===== config.mk =====
export PLATFORM = sky130hd
export DESIGN_NAME = sata_oob_host
export DESIGN_NICKNAME = d
export VERILOG_FILES = /design/src/design/sata_oob_pkg.sv /design/src/design/oob_rx_if.sv /design/src/design/oob_host_fsm.sv /design/src/design/oob_rx_detect.sv /design/src/design/oob_tx_driver.sv /design/src/design/sata_oob_host.sv
export VERILOG_INCLUDE_DIRS = /design/src /design/src/include
export SDC_FILE = /design/constraint.sdc
export NUM_CORES = 1
export LEC_CHECK = 0
export BUFFER_PORTS_ARGS = -buffer_cell sky130_fd_sc_hd__buf_2
export CORE_ASPECT_RATIO = 0.75
export CORE_UTILIZATION = 50
export CTS_BUF_LIST = sky130_fd_sc_hd__clkbuf_8
export CTS_CLUSTER_DIAMETER = 80
export DETAILED_ROUTE_END_ITERATION = 8
export PLACE_DENSITY = 0.78
export SLEW_MARGIN = 10
export SYNTH_ARGS = -nofsm -noshare
export SYNTH_HDL_FRONTEND = slang
export SYNTH_SLANG_ARGS = --single-unit

===== constraint.sdc =====
create_clock -name sys_clk -period 5.15 [get_ports sys_clk]
set_input_delay 1.2875 -clock sys_clk [delete_from_list [all_inputs] [get_ports sys_clk]]
set_output_delay 1.2875 -clock sys_clk [all_outputs]
set_load 0.005 [all_outputs]

===== src/include/sata_oob_cfg.svh =====
`ifndef SATA_OOB_CFG_SVH
`define SATA_OOB_CFG_SVH

//////////////////////////////////////////////////////////////////////
// Primitive codes
//////////////////////////////////////////////////////////////////////

// K28.5 D10.2 D10.2 D27.3
`define OOB_ALIGN_PRIM      32'h7B4A_4ABC

// K28.3 D21.4 D10.2 D10.2
`define OOB_RRDY_PRIM       32'h4A4A_957C

// Only the lowest byte is a K character
`define OOB_PRIM_KMASK      4'b0001

//////////////////////////////////////////////////////////////////////
// Gen1 cycle counts at 37.5 MHz that double per generation
//////////////////////////////////////////////////////////////////////

`define OOB_GEN1_COMRESET   155     // COMRESET burst, about 4.1 us

`define OOB_GEN1_COMWAKE    49      // COMWAKE burst, about 1.3 us

// CDR settle time after ALIGN starts, above 250 ns
`define OOB_GEN1_CDRHOLD    20

`define OOB_GEN1_ALIGN_TMO  2063    // 55 us without ALIGN back
`define OOB_GEN1_RETRY_TMO  33000   // 880 us without device COMWAKE

// Quiet cycles on rx COMWAKE before calibrating
`define OOB_QUIET_CNT       16

// Wide enough for 33000 << 2
`define OOB_TMR_W           20

`endif


===== src/design/sata_oob_pkg.sv =====
package sata_oob_pkg;

`include "sata_oob_cfg.svh"

    // Host OOB sequencer states
    typedef enum logic [3:0] {
        IDLE,
        COMINIT,            // Sending COMRESET
        WAIT_COMWAKE,
        WAIT_NO_COMWAKE,    // Device COMWAKE must go quiet
        CALIBRATE,
        COMWAKE,            // Sending host COMWAKE
        SEND_ALIGN,
        LINK_READY
    } oob_state_e;

    typedef logic [1:0]            sata_gen_t;  // 1 to 3
    typedef logic [31:0]           dword_t;
    typedef logic [3:0]            kmask_t;
    typedef logic [`OOB_TMR_W-1:0] oob_tmr_t;

    // Gen1 count scaled to the line rate, gen 0 taken as gen 1
    function automatic oob_tmr_t oob_scale(input oob_tmr_t base, input sata_gen_t gen);
        sata_gen_t shift;
        shift = (gen == 2'd0) ? 2'd0 : gen - 2'd1;
        return base << shift;
    endfunction

endpackage


===== src/design/oob_rx_if.sv =====
`timescale 1ns/1ps

// Registered receive side OOB events
interface oob_rx_if;

    logic cominit;      // Device COMINIT seen
    logic comwake;      // Device COMWAKE seen
    logic elecidle;     // Rx line idle
    logic align_seen;   // ALIGN primitive received

    // Driven by the receive detector
    modport src (
        output cominit, comwake, elecidle, align_seen
    );

    // Read by the sequencer
    modport dst (
        input cominit, comwake, elecidle, align_seen
    );

endinterface


===== src/design/oob_host_fsm.sv =====
`timescale 1ns/1ps

`include "sata_oob_cfg.svh"

module oob_host_fsm (
    input  logic                       sys_clk,
    input  logic                       sys_rst,
    input  sata_oob_pkg::sata_gen_t    gen_i,
    input  logic                       test_port_i,         // Force a bring-up
    input  logic                       phy_reset_done_i,
    input  logic                       tx_comfinish_i,      // PHY burst finished
    input  logic                       cominit_done_i,      // From tx driver
    input  logic                       comwake_done_i,
    oob_rx_if.dst                      rx,
    output sata_oob_pkg::oob_state_e   next_state_o
);

    sata_oob_pkg::oob_state_e state;
    sata_oob_pkg::oob_state_e next_state;

    logic                   oob_start;      // Registered start request
    sata_oob_pkg::oob_tmr_t quiet_cnt;
    sata_oob_pkg::oob_tmr_t align_cnt;
    sata_oob_pkg::oob_tmr_t retry_cnt;
    sata_oob_pkg::oob_tmr_t align_lim;
    sata_oob_pkg::oob_tmr_t retry_lim;
    logic                   quiet_done;
    logic                   align_tmo;
    logic                   retry_tmo;

    // Timeouts follow the line rate
    assign align_lim = sata_oob_pkg::oob_scale(`OOB_GEN1_ALIGN_TMO, gen_i);
    assign retry_lim = sata_oob_pkg::oob_scale(`OOB_GEN1_RETRY_TMO, gen_i);

    assign quiet_done = (quiet_cnt == `OOB_QUIET_CNT);
    assign align_tmo  = (align_cnt == align_lim);
    assign retry_tmo  = (retry_cnt == retry_lim);

    assign next_state_o = next_state;   // Tx driver registers from this

    //////////////////////////////////////////////////////////////////////
    // Start qualification
    //////////////////////////////////////////////////////////////////////

    always_ff @(posedge sys_clk) begin
        if (sys_rst) begin
            oob_start <= 1'b0;
        end else begin
            // Blocked once the link is up
            oob_start <= (test_port_i || rx.cominit) && phy_reset_done_i &&
                         (state != sata_oob_pkg::LINK_READY);
        end
    end

    //////////////////////////////////////////////////////////////////////
    // Sequencer
    //////////////////////////////////////////////////////////////////////

    always_ff @(posedge sys_clk) begin
        if (sys_rst) begin
            state <= sata_oob_pkg::IDLE;
        end else begin
            state <= next_state;
        end
    end

    always_comb begin
        next_state = state; // Hold unless a condition fires
        case (state)
            sata_oob_pkg::IDLE: begin
                if (oob_start) begin
                    next_state = sata_oob_pkg::COMINIT;
                end
            end
            sata_oob_pkg::COMINIT: begin
                if (cominit_done_i && tx_comfinish_i) begin
                    next_state = sata_oob_pkg::WAIT_COMWAKE;
                end
            end
            sata_oob_pkg::WAIT_COMWAKE: begin
                if (rx.comwake) begin
                    next_state = sata_oob_pkg::WAIT_NO_COMWAKE;
                end else if (retry_tmo) begin
                    next_state = sata_oob_pkg::IDLE;    // Retry from scratch
                end
            end
            sata_oob_pkg::WAIT_NO_COMWAKE: begin
                if (quiet_done) begin
                    next_state = sata_oob_pkg::CALIBRATE;
                end
            end
            sata_oob_pkg::CALIBRATE: begin
                next_state = sata_oob_pkg::COMWAKE;     // Single cycle
            end
            sata_oob_pkg::COMWAKE: begin
                if (comwake_done_i && tx_comfinish_i) begin
                    next_state = sata_oob_pkg::SEND_ALIGN;
                end
            end
            sata_oob_pkg::SEND_ALIGN: begin
                if (rx.align_seen) begin
                    next_state = sata_oob_pkg::LINK_READY;
                end else if (align_tmo) begin
                    next_state = sata_oob_pkg::IDLE;
                end
            end
            sata_oob_pkg::LINK_READY: begin
                if (rx.elecidle) begin
                    next_state = sata_oob_pkg::IDLE;    // Link lost
                end
            end
            default: next_state = sata_oob_pkg::IDLE;
        endcase
    end

    //////////////////////////////////////////////////////////////////////
    // Counters
    //////////////////////////////////////////////////////////////////////

    // Counts quiet cycles after the device COMWAKE, saturates at the limit
    always_ff @(posedge sys_clk) begin
        if (sys_rst) begin
            quiet_cnt <= '0;
        end else if (state != sata_oob_pkg::WAIT_NO_COMWAKE || rx.comwake) begin
            quiet_cnt <= '0;
        end else if (!quiet_done) begin
            quiet_cnt <= quiet_cnt + 1'b1;
        end
    end

    // 55 us ALIGN wait
    always_ff @(posedge sys_clk) begin
        if (sys_rst) begin
            align_cnt <= '0;
        end else if (state == sata_oob_pkg::SEND_ALIGN) begin
            align_cnt <= align_cnt + 1'b1;
        end else begin
            align_cnt <= '0;
        end
    end

    // 880 us device COMWAKE wait
    always_ff @(posedge sys_clk) begin
        if (sys_rst) begin
            retry_cnt <= '0;
        end else if (state == sata_oob_pkg::WAIT_COMWAKE) begin
            retry_cnt <= retry_cnt + 1'b1;
        end else begin
            retry_cnt <= '0;
        end
    end

endmodule


===== src/design/oob_rx_detect.sv =====
`timescale 1ns/1ps

`include "sata_oob_cfg.svh"

module oob_rx_detect (
    input  logic                 sys_clk,
    input  logic                 sys_rst,

    // PHY OOB status
    input  logic                 rx_cominit_i,
    input  logic                 rx_comwake_i,
    input  logic                 rx_elecidle_i,

    // Rx data from the transceiver
    input  sata_oob_pkg::dword_t rx_data_i,
    input  sata_oob_pkg::kmask_t rx_charisk_i,

    oob_rx_if.src                rx
);

    logic align_match;  // Word and K flags both match

    assign align_match = (rx_data_i == `OOB_ALIGN_PRIM) &&
                         (rx_charisk_i == `OOB_PRIM_KMASK);

    //////////////////////////////////////////////////////////////////////
    // OOB flag registers
    //////////////////////////////////////////////////////////////////////

    always_ff @(posedge sys_clk) begin
        if (sys_rst) begin
            rx.cominit  <= 1'b0;
            rx.comwake  <= 1'b0;
            rx.elecidle <= 1'b0;
        end else begin
            rx.cominit  <= rx_cominit_i;    // One cycle late
            rx.comwake  <= rx_comwake_i;
            rx.elecidle <= rx_elecidle_i;
        end
    end

    // ALIGN detect, same latency as the flags
    always_ff @(posedge sys_clk) begin
        if (sys_rst) begin
            rx.align_seen <= 1'b0;
        end else begin
            rx.align_seen <= align_match;
        end
    end

endmodule


===== src/design/oob_tx_driver.sv =====
`timescale 1ns/1ps

`include "sata_oob_cfg.svh"

module oob_tx_driver (
    input  logic                       sys_clk,
    input  logic                       sys_rst,
    input  sata_oob_pkg::sata_gen_t    gen_i,
    input  sata_oob_pkg::oob_state_e   next_state_i,

    // PHY OOB controls
    output logic                       tx_cominit_o,
    output logic                       tx_comwake_o,
    output logic                       tx_elecidle_o,
    output logic                       rx_cdrhold_o,

    // Tx primitives
    output sata_oob_pkg::dword_t       tx_data_o,
    output sata_oob_pkg::kmask_t       tx_charisk_o,

    output logic                       link_up_o,
    output logic                       cominit_done_o,  // Burst count reached
    output logic                       comwake_done_o
);

    sata_oob_pkg::oob_tmr_t burst_cnt;      // Shared by both bursts
    sata_oob_pkg::oob_tmr_t cdr_cnt;
    sata_oob_pkg::oob_tmr_t comreset_lim;
    sata_oob_pkg::oob_tmr_t comwake_lim;
    sata_oob_pkg::oob_tmr_t cdr_lim;
    logic                   linked;         // Transmitter active

    assign comreset_lim = sata_oob_pkg::oob_scale(`OOB_GEN1_COMRESET, gen_i);
    assign comwake_lim  = sata_oob_pkg::oob_scale(`OOB_GEN1_COMWAKE, gen_i);
    assign cdr_lim      = sata_oob_pkg::oob_scale(`OOB_GEN1_CDRHOLD, gen_i);

    assign linked = (next_state_i == sata_oob_pkg::SEND_ALIGN) ||
                    (next_state_i == sata_oob_pkg::LINK_READY);

    //////////////////////////////////////////////////////////////////////
    // COMRESET / COMWAKE bursts
    //////////////////////////////////////////////////////////////////////

    always_ff @(posedge sys_clk) begin
        if (sys_rst) begin
            burst_cnt      <= '0;
            tx_cominit_o   <= 1'b0;
            tx_comwake_o   <= 1'b0;
            cominit_done_o <= 1'b0;
            comwake_done_o <= 1'b0;
        end else begin
            tx_cominit_o   <= 1'b0;
            tx_comwake_o   <= 1'b0;
            cominit_done_o <= 1'b0;
            comwake_done_o <= 1'b0;
            case (next_state_i)
                sata_oob_pkg::COMINIT: begin
                    if (burst_cnt == comreset_lim) begin
                        cominit_done_o <= 1'b1;     // Hold until the state moves on
                    end else begin
                        tx_cominit_o <= 1'b1;
                        burst_cnt    <= burst_cnt + 1'b1;
                    end
                end
                sata_oob_pkg::COMWAKE: begin
                    if (burst_cnt == comwake_lim) begin
                        comwake_done_o <= 1'b1;
                    end else begin
                        tx_comwake_o <= 1'b1;
                        burst_cnt    <= burst_cnt + 1'b1;
                    end
                end
                default: burst_cnt <= '0;
            endcase
        end
    end

    //////////////////////////////////////////////////////////////////////
    // Line state, CDR hold and link up
    //////////////////////////////////////////////////////////////////////

    always_ff @(posedge sys_clk) begin
        if (sys_rst) begin
            tx_elecidle_o <= 1'b1;
            rx_cdrhold_o  <= 1'b1;
            cdr_cnt       <= '0;
            link_up_o     <= 1'b0;
        end else begin
            tx_elecidle_o <= !linked;
            link_up_o     <= (next_state_i == sata_oob_pkg::LINK_READY);
            if (!linked) begin
                rx_cdrhold_o <= 1'b1;               // Hold CDR while idle
                cdr_cnt      <= '0;
            end else if (cdr_cnt == cdr_lim) begin
                rx_cdrhold_o <= 1'b0;
            end else begin
                rx_cdrhold_o <= 1'b1;
                cdr_cnt      <= cdr_cnt + 1'b1;
            end
        end
    end

    // Primitive select
    always_ff @(posedge sys_clk) begin
        if (sys_rst) begin
            tx_data_o    <= '0;
            tx_charisk_o <= '0;
        end else begin
            case (next_state_i)
                sata_oob_pkg::SEND_ALIGN: begin
                    tx_data_o    <= `OOB_ALIGN_PRIM;
                    tx_charisk_o <= `OOB_PRIM_KMASK;
                end
                sata_oob_pkg::LINK_READY: begin
                    tx_data_o    <= `OOB_RRDY_PRIM;
                    tx_charisk_o <= `OOB_PRIM_KMASK;
                end
                default: begin
                    tx_data_o    <= '0;
                    tx_charisk_o <= '0;
                end
            endcase
        end
    end

endmodule


===== src/design/sata_oob_host.sv =====
`timescale 1ns/1ps

module sata_oob_host (
    input  logic                     sys_clk,
    input  logic                     sys_rst,
    input  sata_oob_pkg::sata_gen_t  gen_i,             // SATA generation 1 to 3
    input  logic                     test_port_i,
    input  logic                     phy_reset_done_i,

    // Rx side of the transceiver
    input  logic                     rx_cominit_i,
    input  logic                     rx_comwake_i,
    input  logic                     rx_elecidle_i,
    input  sata_oob_pkg::dword_t     rx_data_i,
    input  sata_oob_pkg::kmask_t     rx_charisk_i,
    output logic                     rx_cdrhold_o,

    // Tx side of the transceiver
    input  logic                     tx_comfinish_i,
    output logic                     tx_cominit_o,
    output logic                     tx_comwake_o,
    output logic                     tx_elecidle_o,
    output sata_oob_pkg::dword_t     tx_data_o,
    output sata_oob_pkg::kmask_t     tx_charisk_o,

    output logic                     link_up_o
);

    sata_oob_pkg::oob_state_e next_state;   // Sequencer to tx driver
    logic                     cominit_done;
    logic                     comwake_done;

    oob_rx_if rx_if ();

    // Input side
    oob_rx_detect u_rx_detect (
        .sys_clk       (sys_clk),
        .sys_rst       (sys_rst),
        .rx_cominit_i  (rx_cominit_i),
        .rx_comwake_i  (rx_comwake_i),
        .rx_elecidle_i (rx_elecidle_i),
        .rx_data_i     (rx_data_i),
        .rx_charisk_i  (rx_charisk_i),
        .rx            (rx_if.src)
    );

    oob_host_fsm u_host_fsm (
        .sys_clk          (sys_clk),
        .sys_rst          (sys_rst),
        .gen_i            (gen_i),
        .test_port_i      (test_port_i),
        .phy_reset_done_i (phy_reset_done_i),
        .tx_comfinish_i   (tx_comfinish_i),
        .cominit_done_i   (cominit_done),
        .comwake_done_i   (comwake_done),
        .rx               (rx_if.dst),
        .next_state_o     (next_state)
    );

    // Output side, all registered
    oob_tx_driver u_tx_driver (
        .sys_clk        (sys_clk),
        .sys_rst        (sys_rst),
        .gen_i          (gen_i),
        .next_state_i   (next_state),
        .tx_cominit_o   (tx_cominit_o),
        .tx_comwake_o   (tx_comwake_o),
        .tx_elecidle_o  (tx_elecidle_o),
        .rx_cdrhold_o   (rx_cdrhold_o),
        .tx_data_o      (tx_data_o),
        .tx_charisk_o   (tx_charisk_o),
        .link_up_o      (link_up_o),
        .cominit_done_o (cominit_done),
        .comwake_done_o (comwake_done)
    );

endmodule


# Word level (Yosys, flattened, before mapping)
# Index checks and enable logic that the tools add are counted.
[word_totals] wordCells=99 ff_bits=152 output_inout_bits=41
[classes] reduce_logical=19 n_eq_ne=23 bitwise=5 addsub=6 shift=5 mux=21
[ops] operator="$add 20x1->20 const B" count=5
[ops] operator="$eq 20x20->1" count=5
[ops] operator="$pmux 31 s2" count=1
[ops] operator="$mux 20" count=2
[ops] operator="$pmux 20 s2" count=1
[ops] operator="$mux 4" count=9
[ops] operator="$eq 32x31->1 const B" count=1
[ops] operator="$pmux 4 s8" count=1
[ops] operator="$eq 4x3->1 const B" count=7
[ops] operator="$eq 20x5->1 const B" count=1
[ops] operator="$shl 12x2->20 const A" count=1
[ops] operator="$shl 16x2->20 const A" count=1
[ops] operator="$shl 5x2->20 const A" count=1
[ops] operator="$shl 6x2->20 const A" count=1
[ops] operator="$shl 8x2->20 const A" count=1
[ops] operator="$reduce_or 2->1" count=7
[ops] operator="$eq 4x1->1 const B" count=3
[ops] operator="$eq 4x2->1 const B" count=2
[ops] operator="$mux 1" count=6
[ops] operator="$logic_and 1x1->1" count=5
[ops] operator="$not 1->1" count=5
[ops] operator="$logic_not 4->1" count=1
[ops] operator="$ne 2x2->1 const B" count=2
[ops] operator="$ne 4x2->1 const B" count=1
[ops] operator="other kinds (7)" count=9

# Longest topological paths before layout
[depth] depth_word=11 ltp_mapped=12 ltp_nobuf=9

# Modules after synthesis
# Synthesis repeated with hierarchy kept, for this count alone.
[hier_totals] cells_unflattened=735 area_unflattened_um2=6184.7
[by_module_without_submodules] mod="oob_host_fsm" instances=1 area_each_um2=3164.3 cells_per_inst=374 seq_area_each_um2=1301.2
[by_module_without_submodules] mod="oob_tx_driver" instances=1 area_each_um2=2795.2 cells_per_inst=340 seq_area_each_um2=980.9
[by_module_without_submodules] mod="oob_rx_detect" instances=1 area_each_um2=225.2 cells_per_inst=21 seq_area_each_um2=80.1

# Worst setup path before layout
# OpenSTA, ideal clock, no wires.
[synth_path] kind="input -> register" from="input gen_i[1]" to="register u_tx_driver.burst_cnt[0]" t_arrival_ps=3984 n_path_buf=3 stages=11 slack_ps=1047 t_required_ps=5031 path_cell_list="clkbuf_1 -> clkbuf_1 -> nand2_1 -> ha_1 -> buf_2 -> or4b_1 -> a211oi_1 -> o2111ai_2 -> a22oi_4 -> mux2_4 -> mux2i_1"
[synth_via] elab_chain_len=10 word_cells_on_any_way=22 cone_classes="add/sub: 1; eq/ne: 8; shift: 4; mux: 7; reduce/logical: 2"
[synth_lines] element="start, declared" line_no="sata_oob_host.sv:6" text="input sata_oob_pkg::sata_gen_t gen_i,"
[synth_lines] element="$sub 2x1->2 or $logic_not 2->1 (tied branches)" line_no="sata_oob_pkg.sv:25" text="shift = (gen == 2'd0) ? 2'd0 : gen - 2'd1;"
[synth_lines] element="$mux 2 (*)" line_no="sata_oob_pkg.sv:25"
[synth_lines] element="$shl 12x2->20 or $shl 16x2->20 (tied branches)" line_no="sata_oob_pkg.sv:26" text="return base << shift;"
[synth_lines] element="$eq 20x20->1 (on tied branches)" line_no="oob_host_fsm.sv:36, oob_host_fsm.sv:37"
[synth_lines] element="$mux 4 (on tied branches)" line_no="oob_host_fsm.sv:103, oob_host_fsm.sv:83"
[synth_lines] element="$mux 4 (on tied branches)" line_no="oob_host_fsm.sv:101, oob_host_fsm.sv:81"
[synth_lines] element="$pmux 4 s8" line_no="oob_host_fsm.sv:69" text="case (state)"
[synth_lines] element="$eq 4x3->1 or $eq 4x1->1 (tied branches)" line_no="oob_tx_driver.sv:56" text="case (next_state_i)"
[synth_lines] element="$ne 2x2->1 (no line)"
[synth_lines] element="$reduce_and 2->1 (no line)"
[synth_lines] element="end signal, assigned" line_no="oob_tx_driver.sv:62" text="burst_cnt <= burst_cnt + 1'b1;"
[synth_lines] element="end signal, assigned" line_no="oob_tx_driver.sv:70" text="burst_cnt <= burst_cnt + 1'b1;"
[synth_lines] element="end, declared" line_no="oob_tx_driver.sv:26" text="sata_oob_pkg::oob_tmr_t burst_cnt;"
# Mark *: on every way between the ends. The rest lies on a longest branch, timed or not.
# A chain may end at the register's enable or synchronous reset.

# Worst setup path in the final report
[layout_path] from="input gen_i[1]" to="register u_tx_driver.cdr_cnt[6]"
[layout_via] elab_chain_len=11 word_cells_on_any_way=19 cone_classes="add/sub: 1; eq/ne: 5; shift: 3; mux: 6; bitwise: 1; reduce/logical: 3"
[layout_lines] element="$sub 2x1->2 or $logic_not 2->1 (tied branches)" line_no="sata_oob_pkg.sv:25"
[layout_lines] element="$mux 2 (*)" line_no="sata_oob_pkg.sv:25"
[layout_lines] element="$shl 12x2->20 or $shl 16x2->20 (tied branches)" line_no="sata_oob_pkg.sv:26"
[layout_lines] element="$eq 20x20->1 (on tied branches)" line_no="oob_host_fsm.sv:36, oob_host_fsm.sv:37"
[layout_lines] element="$mux 4 (on tied branches)" line_no="oob_host_fsm.sv:103, oob_host_fsm.sv:83"
[layout_lines] element="$mux 4 (on tied branches)" line_no="oob_host_fsm.sv:101, oob_host_fsm.sv:81"
[layout_lines] element="$pmux 4 s8" line_no="oob_host_fsm.sv:69"
[layout_lines] element="$eq 4x3->1 (on tied branches)" line_no="oob_tx_driver.sv:37, oob_tx_driver.sv:38"
[layout_lines] element="$logic_or 1x1->1" line_no="oob_tx_driver.sv:37" text="assign linked = (next_state_i == sata_oob_pkg::SEND_ALIGN) ||"
[layout_lines] element="$not 1->1 (no line)"
[layout_lines] element="$reduce_or 2->1 (no line)"
[layout_lines] element="end signal, assigned" line_no="oob_tx_driver.sv:98" text="cdr_cnt <= cdr_cnt + 1'b1;"
[layout_lines] element="end, declared" line_no="oob_tx_driver.sv:27" text="sata_oob_pkg::oob_tmr_t cdr_cnt;"
# Marked as above.

==> impl_metrics.csv <==
group,metric,value,unit
outcome,status,"finished, final reports clean",
detailed_routing,initialDrtViolationCount,279,
yosys,synth_edf_count,0,
hold_path,worstHoldPathCells,2,
pwr,p_per_area,281,nW/µm²
setup_path,startpoint_type,"input pin",
die,num_rows,34,
cts,clk_path_buf_depth,2,
cts,ctsHoldBuffers,0,
die,dieWidth,129,µm
setup_path,worstRegToRegCells,6,
setup_path,arrival,4.16,ns
yosys,synth_area_per_cell,8.54,µm²
place,port_buffers,73,
cts,cts_setup_buffers,0,
cts,clockRootBuffer,"clkbuf_8",
die,core-area,11700,µm²
pwr,p_clk_share,48.6,%
setup_path,cp-end-kind,"flop",
setup_path,cp_slowest_stage_delay,0.51,ns
grt,antenna_found_initial,1,
finish,layout_common_cells,"nor2_1, dfxtp_1, buf_2",
yosys,synth_top_area_share,39.3,%
grt,grt_pass1_wl,21300,µm
pwr,p_int,1.50,mW
finish,drive_gt1_share,15.1,%
setup_path,path_buf_inv,1,
sta,setup_tns,0,ns
yosys,ys_seq_area_share,39.3,%
sta,skew,0.0105,ns
finish,final_util,57.5,%
place,pre_cts_ws,0.874,ns
sta,fin_crit_sh,75.1,%
sta,finalSetupViolCount,0,
sta,rsz0062_at_grt,"false",
finish,area_delta_synth_final,11.5,%
pwr,p_sw_share,20.5,%
die,dieArea,12500,µm²
detailed_routing,post_drt_wl_per_cell,13.6,µm
grt,grt_usage,21.6,%
die,die_h,97.0,µm
place,place_area,6270,µm²
detailed_routing,drcViolationCount,0,
grt,grt_pass1_vias,4780,
place,dp_hpwl,9380,µm
pwr,seq_power_share,48.8,%
yosys,yosysWarningCount,0,
setup_path,path_delay_family,"compound AO/OA/AOI/OAI gates",
detailed_routing,ant_nets,0,
detailed_routing,via_per_inst,5.33,
finish,layout.nets,808,
detailed_routing,vias,4942,
pwr,p_switching,0.385,mW
die,start_util,51.6,%
sta,hold_violations,0,
place,place_inst,895,
setup_path,worst_ep_required_time,5.44,ns
flow_run,drv_cap,0,
finish,final_common_cell,"nor2_1",
sta,holdWs,0.504,ns
yosys,synth_ff_type,"dfxtp_1",
yosys,netlist_area,6010,µm²
yosys,ys_async_sr_fraction,0,%
grt,grt_overflow,0,
setup_path,slowest_stage,"or4b_1",
yosys,yosys.area.top_type,"dfxtp_1",
sta,period_minus_slack,3.87,ns
detailed_routing,routed_wl,12600,µm
sta,worst-slew-pin-transition,0.806,ns
pwr,vdd_drop_max,172,µV
cts,tritoncts,"built",
setup_path,worstPathCellList,"buf_2, nand2b_1, ha_1, or4b_1, a211oi_1, o2111ai_2, a22oi_4, a311o_2, nor2_1",
pwr,combPwrFrac,2.6,%
pwr,p_leak,2.45,nW
yosys,synth.area.top_cells,"dfxtp_1, nor2_1, xor2_1, xnor2_1, buf_4",
die,ioPinCount,87,
sta,drv_slew,0,
setup_path,crit_type,"in2reg",
cts,postCtsResizedCells,0,
hold_path,min_path_type,"reg2reg",
sta,setup_slack,1.28,ns
grt,grt_max_degree,26,
cts,clk_pin_slew,0.06,ns
yosys,synthDistinctLibCells,60,
detailed_routing,first_pass_iters,4,
cts,cts_inserted_buffers,17,
pwr,fin_total_pwr,1.88,mW
place,place_congestion,0.888,
cts,cts_max_level,4,
yosys,syn_inst,704,
cts,cts.sinks,118,
sta,relSlewSlack,46.1,%
cts,clkLatencyLatePin,0.43,ns
finish,final_cell_area,6700,µm²
sta,fmax,0.258,GHz
setup_path,cp_num_cells,9,
setup_path,path_max_fanout,25,
yosys,ys_seq_elements,118,
finish,layout.cells.non_filler,927,
worst min-delay path, stage by stage, from the launching register on:
cell and delay (ns):
dfxtp_1 0.33, o21ai_0 0.07, a21oi_1 0.06
power by group through the flow:
stage                     clock network (mW)  logic (mW)  registers, mW
final                                  0.915      0.0492          0.917
after global routing                   0.972      0.0547          0.917
after CTS                              0.930      0.0491          0.917
after detailed placement                   0      0.0489          0.938
after global placement                     0      0.0469          0.938
after floorplan                            0      0.0345          0.937
cell families (layout without fill, tap and decap cells):
logic type / count (synthesis) / after routing / synth area share, %
fa+ha+maj: 10 / 10 / 2.08
other cells: 1 / 15 / 0.0624
simple gates: 355 / 355 / 30.6
xor+xnor: 92 / 92 / 13.4
compound gates: 41 / 41 / 5.45
mux: 11 / 11 / 1.91
flops: 118 / 118 / 39.3
buf+inv: 76 / 123 / 7.18
path summary, 6_finish.rpt:
kind	start	to	slack [ns]
max reg2reg	u_host_fsm.state[0]	u_tx_driver.rx_cdrhold_o	2.28
max	gen_i[1]	u_tx_driver.cdr_cnt[6]	1.28
min reg2reg	u_host_fsm.retry_cnt[11]	u_host_fsm.retry_cnt[11]	0.50
min	u_host_fsm.retry_cnt[11]	u_host_fsm.retry_cnt[11]	0.50
area by class of cell:
cell class	count	area (µm²)
Fill cell	1062	4950
Clock inverter	11	156
Timing Repair Buffer	73	365
Tap cell	162	203
Sequential cell	118	2360
Antenna cell	1	2.50
Multi-Input combinational cell	523	3270
Inverter	19	71.3
Clock buffer	20	275
sequential cells by signal (all words and copies together) (netlist names), 3 cells and up:
name                   flops
u_tx_driver.tx_data_o      3
u_host_fsm.quiet_cnt      20
u_tx_driver.burst_cnt     20
u_tx_driver.cdr_cnt       20
u_host_fsm.retry_cnt      20
u_host_fsm.align_cnt      20
u_host_fsm.state           4
synthesized netlist by cell type (11+ instances only):
| cell type | instances |
|---|---|
| xor2_1 | 51 |
| nor2b_1 | 11 |
| nand4_1 | 27 |
| nand3_1 | 36 |
| nand2_1 | 48 |
| nor3_1 | 20 |
| dfxtp_1 | 118 |
| inv_1 | 18 |
| nor2_1 | 126 |
| xnor2_1 | 41 |
| and3_1 | 20 |
| buf_4 | 34 |
| clkbuf_1 | 18 |
routing by layer:
| metal | global-route usage [%] | routed length [µm] |
|---|---|---|
| met3 | 5.86 | 778 |
| met1 | 27.9 | 5940 |
| met4 | 8.96 | 154 |
| met2 | 33.8 | 5720 |
| met5 | 0 | 0 |
Power figures use the tool's default switching activity.
